## config.mk

```make
export PLATFORM = sky130hd
export DESIGN_NAME = flmem_top
export DESIGN_NICKNAME = d
export VERILOG_FILES = /design/src/rtl/flmem_pkg.sv /design/src/rtl/init_sequencer.sv /design/src/rtl/bank_free_list.sv /design/src/rtl/alloc_arbiter.sv /design/src/rtl/bank_data_mem.sv /design/src/rtl/read_return.sv /design/src/rtl/flmem_top.sv
export SDC_FILE = /design/constraint.sdc
export NUM_CORES = 1
export LEC_CHECK = 0
export ABC_CLOCK_PERIOD_IN_PS = 3400
export BUFFER_PORTS_ARGS = -buffer_cell sky130_fd_sc_hd__buf_4
export CELL_PAD_IN_SITES_DETAIL_PLACEMENT = 0
export CELL_PAD_IN_SITES_GLOBAL_PLACEMENT = 1
export CORE_ASPECT_RATIO = 0.5
export CORE_MARGIN = 8
export CORE_UTILIZATION = 30
export DETAILED_ROUTE_END_ITERATION = 12
export PLACE_DENSITY_LB_ADDON = 0.25
export SLEW_MARGIN = 15
export SYNTH_ARGS = -nofsm -noshare
export SYNTH_HDL_FRONTEND = slang
export SYNTH_SLANG_ARGS = --single-unit
```

## constraint.sdc

```tcl
create_clock -name clk -period 3.4 [get_ports clk]
set_input_delay 0.51 -clock clk [delete_from_list [all_inputs] [get_ports clk]]
set_output_delay 0.51 -clock clk [all_outputs]
set_load 0.05 [all_outputs]
```

## src/rtl/flmem_pkg.sv

```systemverilog
package flmem_pkg;

  localparam int DATA_W     = 16;
  localparam int NUM_BANKS  = 4;
  localparam int BANK_BITS  = 2;
  localparam int NUM_ROWS   = 16;
  localparam int ROW_BITS   = 4;
  localparam int ADDR_BITS  = BANK_BITS + ROW_BITS;
  localparam int CNT_BITS   = 5;    // must hold NUM_ROWS.
  localparam int READ_DELAY = 2;
  localparam int FL_RESERVE = 1;    // rows a bank never hands out.

  typedef struct packed {
    logic [BANK_BITS-1:0] bank;
    logic [ROW_BITS-1:0]  row;
  } bank_row_t;

  typedef union packed {
    logic [ADDR_BITS-1:0] flat;
    bank_row_t            split;
  } mem_addr_u;

  typedef struct packed {
    logic              en;
    mem_addr_u         addr;
    logic [DATA_W-1:0] data;
  } wr_req_t;

  typedef struct packed {
    logic      en;
    mem_addr_u addr;
  } rd_req_t;

  typedef struct packed {
    logic      en;
    mem_addr_u addr;
  } dq_req_t;

  typedef struct packed {
    logic              en;
    logic [DATA_W-1:0] data;
  } ma_req_t;

  typedef struct packed {
    logic      vld;
    mem_addr_u addr;
  } ma_resp_t;

  typedef struct packed {
    logic              vld;
    logic [DATA_W-1:0] data;
  } rd_resp_t;

endpackage

```

## src/rtl/init_sequencer.sv

```systemverilog
`timescale 1ns/10ps

module init_sequencer (
  input  logic                          clk,
  input  logic                          rst,
  output logic                          init_act,
  output logic [flmem_pkg::ROW_BITS-1:0] init_row,
  output logic                          ready
);
  import flmem_pkg::*;

  logic walking;

  always_ff @(posedge clk) begin
    if (rst) begin
      init_row <= '0;
      walking  <= 1'b1;
      ready    <= 1'b0;
    end else if (walking) begin
      if (init_row == ROW_BITS'(NUM_ROWS - 1)) begin
        walking <= 1'b0; // last row linked.
        ready   <= 1'b1;
      end else begin
        init_row <= init_row + 1'b1;
      end
    end
  end

  assign init_act = walking;

endmodule

```

## src/rtl/bank_free_list.sv

```systemverilog
`timescale 1ns/10ps

module bank_free_list (
  input  logic                           clk,
  input  logic                           rst,
  input  logic                           init_act,
  input  logic [flmem_pkg::ROW_BITS-1:0] init_row,
  input  logic                           pop,
  input  logic                           push,
  input  logic [flmem_pkg::ROW_BITS-1:0] push_row,
  output logic [flmem_pkg::ROW_BITS-1:0] head_row,
  output logic                           avail
);
  import flmem_pkg::*;

  logic [ROW_BITS-1:0] link_mem [NUM_ROWS];
  logic [ROW_BITS-1:0] head;
  logic [ROW_BITS-1:0] tail;
  logic [CNT_BITS-1:0] count;
  logic [CNT_BITS-1:0] count_nxt;

  // row r points at r+1 during init and the tail points at a pushed row after.
  always_ff @(posedge clk) begin
    if (init_act) begin
      link_mem[init_row] <= init_row + 1'b1;
    end else if (push) begin
      link_mem[tail] <= push_row;
    end
  end

  always_comb begin
    count_nxt = count;
    if (push) begin
      count_nxt = count_nxt + 1'b1;
    end
    if (pop) begin
      count_nxt = count_nxt - 1'b1;
    end
  end

  always_ff @(posedge clk) begin
    if (rst) begin
      head  <= '0;
      tail  <= ROW_BITS'(NUM_ROWS - 1);
      count <= CNT_BITS'(NUM_ROWS);
    end else begin
      if (pop) begin
        head <= link_mem[head]; // follow the list.
      end
      if (push) begin
        tail <= push_row;
      end
      count <= count_nxt;
    end
  end

  // the reserve keeps head and tail apart when pop and push coincide
  assign avail    = (count > CNT_BITS'(FL_RESERVE));
  assign head_row = head;

endmodule

```

## src/rtl/alloc_arbiter.sv

```systemverilog
`timescale 1ns/10ps

module alloc_arbiter (
  input  logic                                                 clk,
  input  logic                                                 rst,
  input  logic                                                 ma_en,
  input  logic [flmem_pkg::NUM_BANKS-1:0]                      avail,
  input  logic                                                 wr_en,
  input  logic [flmem_pkg::BANK_BITS-1:0]                      wr_bank,
  input  logic [flmem_pkg::NUM_BANKS-1:0][flmem_pkg::ROW_BITS-1:0] head_rows,
  output logic [flmem_pkg::NUM_BANKS-1:0]                      pop,
  output logic                                                 ma_bp,
  output flmem_pkg::ma_resp_t                                  ma_resp
);
  import flmem_pkg::*;

  logic [NUM_BANKS-1:0] wr_mask;
  logic [NUM_BANKS-1:0] elig;
  logic [BANK_BITS-1:0] sel;
  logic                 grant;
  logic                 grant_vld;
  mem_addr_u            grant_addr;

  // the write owns its bank's data port this cycle.
  always_comb begin
    wr_mask = '0;
    if (wr_en) begin
      wr_mask[wr_bank] = 1'b1;
    end
    elig = avail & ~wr_mask;
  end

  // lowest eligible bank wins.
  always_comb begin
    sel = '0;
    for (int i = NUM_BANKS - 1; i >= 0; i--) begin
      if (elig[i]) begin
        sel = BANK_BITS'(i);
      end
    end
  end

  assign ma_bp = ~|elig;
  assign grant = ma_en & ~ma_bp;

  always_comb begin
    pop = '0;
    if (grant) begin
      pop[sel] = 1'b1;
    end
  end

  always_ff @(posedge clk) begin
    if (rst) begin
      grant_vld <= 1'b0;
    end else begin
      grant_vld <= grant;
    end
  end

  always_ff @(posedge clk) begin
    if (grant) begin
      grant_addr.flat <= {sel, head_rows[sel]};
    end
  end

  assign ma_resp = '{vld: grant_vld, addr: grant_addr};

endmodule

```

## src/rtl/bank_data_mem.sv

```systemverilog
`timescale 1ns/10ps

module bank_data_mem (
  input  logic                           clk,
  input  logic                           we,
  input  logic [flmem_pkg::ROW_BITS-1:0] waddr,
  input  logic [flmem_pkg::DATA_W-1:0]   wdata,
  input  logic [flmem_pkg::ROW_BITS-1:0] raddr,
  output logic [flmem_pkg::DATA_W-1:0]   rdata
);
  import flmem_pkg::*;

  logic [DATA_W-1:0] mem [NUM_ROWS];

  // read-first on a same-row collision.
  always_ff @(posedge clk) begin
    if (we) begin
      mem[waddr] <= wdata;
    end
    rdata <= mem[raddr];
  end

endmodule

```

## src/rtl/read_return.sv

```systemverilog
`timescale 1ns/10ps

module read_return (
  input  logic                                                clk,
  input  logic                                                rst,
  input  logic                                                rd_en,
  input  logic [flmem_pkg::BANK_BITS-1:0]                     rd_bank,
  input  logic [flmem_pkg::NUM_BANKS-1:0][flmem_pkg::DATA_W-1:0] bank_rdata,
  output flmem_pkg::rd_resp_t                                 rd_resp
);
  import flmem_pkg::*;

  logic                 en_q;
  logic [BANK_BITS-1:0] bank_q;
  logic                 vld_q;
  logic [DATA_W-1:0]    data_q;

  // stage one lines up with the memory's registered read.
  always_ff @(posedge clk) begin
    if (rst) begin
      en_q  <= 1'b0;
      vld_q <= 1'b0;
    end else begin
      en_q  <= rd_en;
      vld_q <= en_q;
    end
  end

  always_ff @(posedge clk) begin
    bank_q <= rd_bank;
    data_q <= bank_rdata[bank_q]; // pick the bank that was read.
  end

  assign rd_resp = '{vld: vld_q, data: data_q};

endmodule

```

## src/rtl/flmem_top.sv

```systemverilog
`timescale 1ns/10ps

module flmem_top (
  input  logic                clk,
  input  logic                rst,
  input  flmem_pkg::ma_req_t  ma_req,
  input  flmem_pkg::wr_req_t  wr_req,
  input  flmem_pkg::rd_req_t  rd_req,
  input  flmem_pkg::dq_req_t  dq_req,
  output flmem_pkg::ma_resp_t ma_resp,
  output logic                ma_bp,
  output flmem_pkg::rd_resp_t rd_resp,
  output logic                ready
);
  import flmem_pkg::*;

  ma_req_t ma_g;
  wr_req_t wr_g;
  rd_req_t rd_g;
  dq_req_t dq_g;

  logic                init_act;
  logic [ROW_BITS-1:0] init_row;

  logic [NUM_BANKS-1:0]               avail;
  logic [NUM_BANKS-1:0]               pop;
  logic [NUM_BANKS-1:0]               push;
  logic [NUM_BANKS-1:0][ROW_BITS-1:0] head_rows;
  logic [NUM_BANKS-1:0][DATA_W-1:0]   bank_rdata;

  // nothing gets in until the lists are built.
  always_comb begin
    ma_g    = ma_req;
    ma_g.en = ma_req.en & ready;
    wr_g    = wr_req;
    wr_g.en = wr_req.en & ready;
    rd_g    = rd_req;
    rd_g.en = rd_req.en & ready;
    dq_g    = dq_req;
    dq_g.en = dq_req.en & ready;
  end

  init_sequencer u_init (
    .clk      (clk),
    .rst      (rst),
    .init_act (init_act),
    .init_row (init_row),
    .ready    (ready)
  );

  alloc_arbiter u_arb (
    .clk       (clk),
    .rst       (rst),
    .ma_en     (ma_g.en),
    .avail     (avail),
    .wr_en     (wr_g.en),
    .wr_bank   (wr_g.addr.split.bank),
    .head_rows (head_rows),
    .pop       (pop),
    .ma_bp     (ma_bp),
    .ma_resp   (ma_resp)
  );

  for (genvar b = 0; b < NUM_BANKS; b++) begin : g_bank
    logic                wr_hit;
    logic                we;
    logic [ROW_BITS-1:0] waddr;
    logic [DATA_W-1:0]   wdata;

    assign push[b] = dq_g.en && (dq_g.addr.split.bank == BANK_BITS'(b));
    assign wr_hit  = wr_g.en && (wr_g.addr.split.bank == BANK_BITS'(b));

    // an allocation lands at the head row it just popped.
    assign we    = wr_hit | pop[b];
    assign waddr = pop[b] ? head_rows[b] : wr_g.addr.split.row;
    assign wdata = pop[b] ? ma_g.data : wr_g.data;

    bank_free_list u_fl (
      .clk      (clk),
      .rst      (rst),
      .init_act (init_act),
      .init_row (init_row),
      .pop      (pop[b]),
      .push     (push[b]),
      .push_row (dq_g.addr.split.row),
      .head_row (head_rows[b]),
      .avail    (avail[b])
    );

    bank_data_mem u_mem (
      .clk   (clk),
      .we    (we),
      .waddr (waddr),
      .wdata (wdata),
      .raddr (rd_g.addr.split.row),
      .rdata (bank_rdata[b])
    );
  end

  read_return u_rret (
    .clk        (clk),
    .rst        (rst),
    .rd_en      (rd_g.en),
    .rd_bank    (rd_g.addr.split.bank),
    .bank_rdata (bank_rdata),
    .rd_resp    (rd_resp)
  );

endmodule

```

==> results.py <==
metrics = {
    "sta": {
        "fin_hold_ws_ns": 0.07993,
        "fin_crit_sh_pct": 95.90,
        "rsz0062_at_grt": "no",
        "min_period_ns": 3.261,
        "setup_ws_ns": 0.1393,
        "slew_headroom_pct": 23.91,
        "fmax_ghz": 0.3067,
        "tightest_slew_ns": 1.140,
        "drv_slew": 0,
        "hold_violations": 0,
        "fin_skew_ns": 0.03426,
        "setup_viol": 0,
    },
    "clocking": {
        "clk-insertion-delay-late_ns": 0.78,
        "h-tree-depth": 4,
        "cts_made_buffers": 141,
        "tritoncts": "built",
        "cts_root_buf": "clkbuf_16",
        "clk_path_buf_depth": 3,
        "clock_sinks": 1429,
        "cts_setup_buffers": 0,
        "clk_pin_slew_ns": 0.06,
    },
    "place": {
        "placed_cells": 5493,
        "dpl.hpwl_um": 103700,
        "io_buffers": 81,
        "dp_worst_setup_slack_ns": -0.05970,
        "routabilityCongestion": 0.7808,
    },
    "critical_path": {
        "worst_setup_path_start_kind": "flop",
        "path_class": "reg -> out",
        "max_stage_delay_ns": 0.48,
        "critical_path_arrival_ns": 2.75,
        "end_kind": "primary output",
        "cp_top_family": "buffers and inverters",
        "critPathMaxFanout": 13,
        "cpMostUsedCell": "buf_4",
        "critPathRequiredTime_ns": 2.89,
        "cp_slowest_cell": "dfxtp_1",
        "worst-path-buf-inv": 3,
        "worstPathCellList": "ha_1 > o21bai_1 > a21oi_1 > buf_4 > nand2b_2 > nor3_1 > buf_4 > buf_4",
        "worst-path-stages": 8,
        "r2r_cells": 7,
    },
    "grt": {
        "globalRouteOverflowTotal": 0,
        "grt_max_degree": 46,
        "grt_first_pass_wirelength_um": 221400,
        "antenna_found_initial": 5,
        "grt_pass1_vias": 29020,
        "track_usage_pct": 15.29,
    },
    "die": {
        "core_sq_um": 186000,
        "die_h_um": 321.4,
        "rows": 112,
        "io_pins": 82,
        "start_util_pct": 30.09,
        "die-area_sq_um": 201400,
        "dieWidth_um": 626.7,
    },
    "power_and_ir_drop": {
        "power_frac_seq_pct": 51.8,
        "ir_drop_mv": 0.3129,
        "p_sw_mw": 8.205,
        "combPwrFrac_pct": 4.9,
        "switching_share_pct": 21.79,
        "p_per_area_nw_per_um2": 570.7,
        "clkPwrFrac_pct": 43.3,
        "p_leak_nw": 20.98,
        "p_int_mw": 29.45,
    },
    "logic_synthesis": {
        "synth_edf_count": 1286,
        "yosysWarnings": 0,
        "ys_seq_area_share_pct": 74.14,
        "synth-seq-cells": 1429,
        "ys_types": 62,
        "syn_inst": 2893,
        "synth_compound_area_share_pct": 2.125,
        "syn_avg_cell_area_sq_um": 19.34,
        "synth_nets": 2962,
        "synth-simple-area-share_pct": 4.790,
        "yosys.area_share.adder_pct": 0.2907,
        "synth_ff_type": "edfxtp_1",
        "synth_mux_area_share_pct": 16.92,
        "synth_top_family_by_area": "multiplexers",
        "synthXorXnorAreaFrac_pct": 0.3288,
        "syn-cell-area_sq_um": 55950,
        "synthArstFlopShare_pct": 0,
    },
    "hold_path": {
        "holdPathStages": 3,
        "hold_path.class": "in -> reg",
    },
    "final_layout": {
        "layout-drive-gt1-share_pct": 30.40,
        "layout.cells.non_filler": 5761,
        "area_growth_pct": 17.94,
        "finalNetCount": 3201,
    },
    "job": {
        "maxCapViolCount": 0,
    },
    "drt": {
        "drc_errors": 0,
        "dr.first_iter.drc_count": 2857,
        "vias": 28460,
        "vias_per_cell": 4.941,
        "wl_per_cell_um": 27.00,
        "drt_first_pass_iters": 5,
        "antenna_left": 0,
        "drt-total-wl_um": 155500,
    },
    "outcome": {
        "status": "completed",
    },
}
[worst paths after layout]
kind	startpoint	end	slack (ns)
max	g_bank[2].u_fl.count[0]	ma_bp	0.14
min	dq_req[0]	g_bank[0].u_fl.tail[0]	0.08
max reg2reg	g_bank[0].u_fl.count[1]	g_bank[0].u_mem.mem[7][15]	0.17
min reg2reg	u_rret.en_q	u_rret.vld_q	0.45
[power groups by stage]
stage,registers (mW),logic (mW),clock network (mW)
finish,19.5,1.85,16.3
global route,19.5,1.96,17.4
CTS,19.5,1.88,16.7
detailed placement,19.9,1.88,0
global placement,19.9,1.86,0
floorplan,19.9,0.973,0
[through the flow]
stage	TNS [ns]	power (mW)	util, %	area (sq um)
after floorplan	-7.452	20.86	-	55950
after global placement	0	21.75	32.84	61070
after detailed placement	-1.615	21.77	32.84	61080
after CTS	0	38.08	35.46	65950
after global routing	0	38.86	35.48	65970
final	0	37.65	35.48	65980
[flip-flops by register name, summed over array words and instances, names as in the netlist]
| name | cells |
|---|---|
| u_arb.grant_vld | 1 |
| u_rret.bank_q | 2 |
| g_bank.u_mem.mem | 1024 |
| u_init.init_row | 4 |
| g_bank.u_fl.head_row | 16 |
| u_arb.grant_addr | 6 |
| u_init.ready | 1 |
| g_bank.u_fl.count | 20 |
| g_bank.u_mem.rdata | 64 |
| u_init.init_act | 1 |
| u_rret.en_q | 1 |
| g_bank.u_fl.link_mem | 256 |
| u_rret.data_q | 16 |
| u_rret.vld_q | 1 |
| g_bank.u_fl.tail | 16 |
[synth_stat cells, drive strengths merged, types with 11 or more instances]
master  count  share of area, %
nand2     287               1.9
o21ai      20              0.18
mux4      400                16
inv        18              0.12
nor2b      15              0.17
or3        14              0.17
nor3       15              0.14
mux2       14              0.28
nand3      43              0.38
buf        67              0.58
xnor2      14              0.22
a31oi      19              0.21
nand4      11              0.13
ha         13              0.29
edfxtp   1286                69
a21oi      80              0.72
mux2i      30              0.54
nor2      166               1.1
clkbuf    103              0.69
dfxtp     143               5.1
[area by class of cell]
type | count | area [sq um]
Inverter | 20 | 75.07
Tap cell | 2508 | 3138
Clock buffer | 202 | 4103
Timing Repair Buffer | 266 | 2461
Multi-Input combinational cell | 1274 | 13980
Sequential cell | 1429 | 41480
Clock inverter | 59 | 739.5
Fill cell | 17250 | 120000
Antenna cell | 3 | 7.507
[per-layer routing]
layer / vias up / part of all wire [%] / GRT usage [%]
met1: 15350 / 45 / 21.80
li1: 12170 / - / -
met3: 174 / 5.9 / 2.747
met2: 771 / 46 / 24.05
met5: - / 0 / 0
met4: 0 / 2.4 / 4.201
[kinds of logic after synthesis]
group | count (synthesis)
AO/OA/AOI/OAI | 189
XOR/XNOR | 21
buffers and inverters | 190
flip-flops | 1429
multiplexers | 444
AND/OR/NAND/NOR | 607
adder cells (fa/ha/maj) | 13
[repair_timing]
| item | CTS | global route |
|---|---|---|
| endpoints found under the hold margin | 3 | 0 |
| hold buffers | 3 | 0 |
| cloned | 0 | 0 |
| endpoints found under the setup margin | 1 | 1 |
| pin swaps | 0 | 0 |
| resized for setup | 1 | 3 |
[tightest hold or removal path: stages]
cell     delay (ns)
buf_4          0.16
mux2i_1        0.09
nand2_1        0.06
[placed cells by master (no fill, tap or decap), types with 15 or more instances in the layout]
master     netlist  routed
a21oi_1         79      59
a21oi_2          1      21
a31oi_1         19      19
buf_12           0      35
buf_4            3     224
clkbuf_1       103      31
clkbuf_16        0     145
clkbuf_8         0      26
clkinv_2         0      23
dfxtp_1        143     143
edfxtp_1      1286    1286
inv_1           18      18
mux2i_1         30      30
mux4_2         400     400
nand2_1        287     287
nand3_1         43      43
nor2_1         166     128
nor2_2           0      38
nor2b_1         15      15
o21ai_0         20      16
Power figures use the tool's default switching activity.
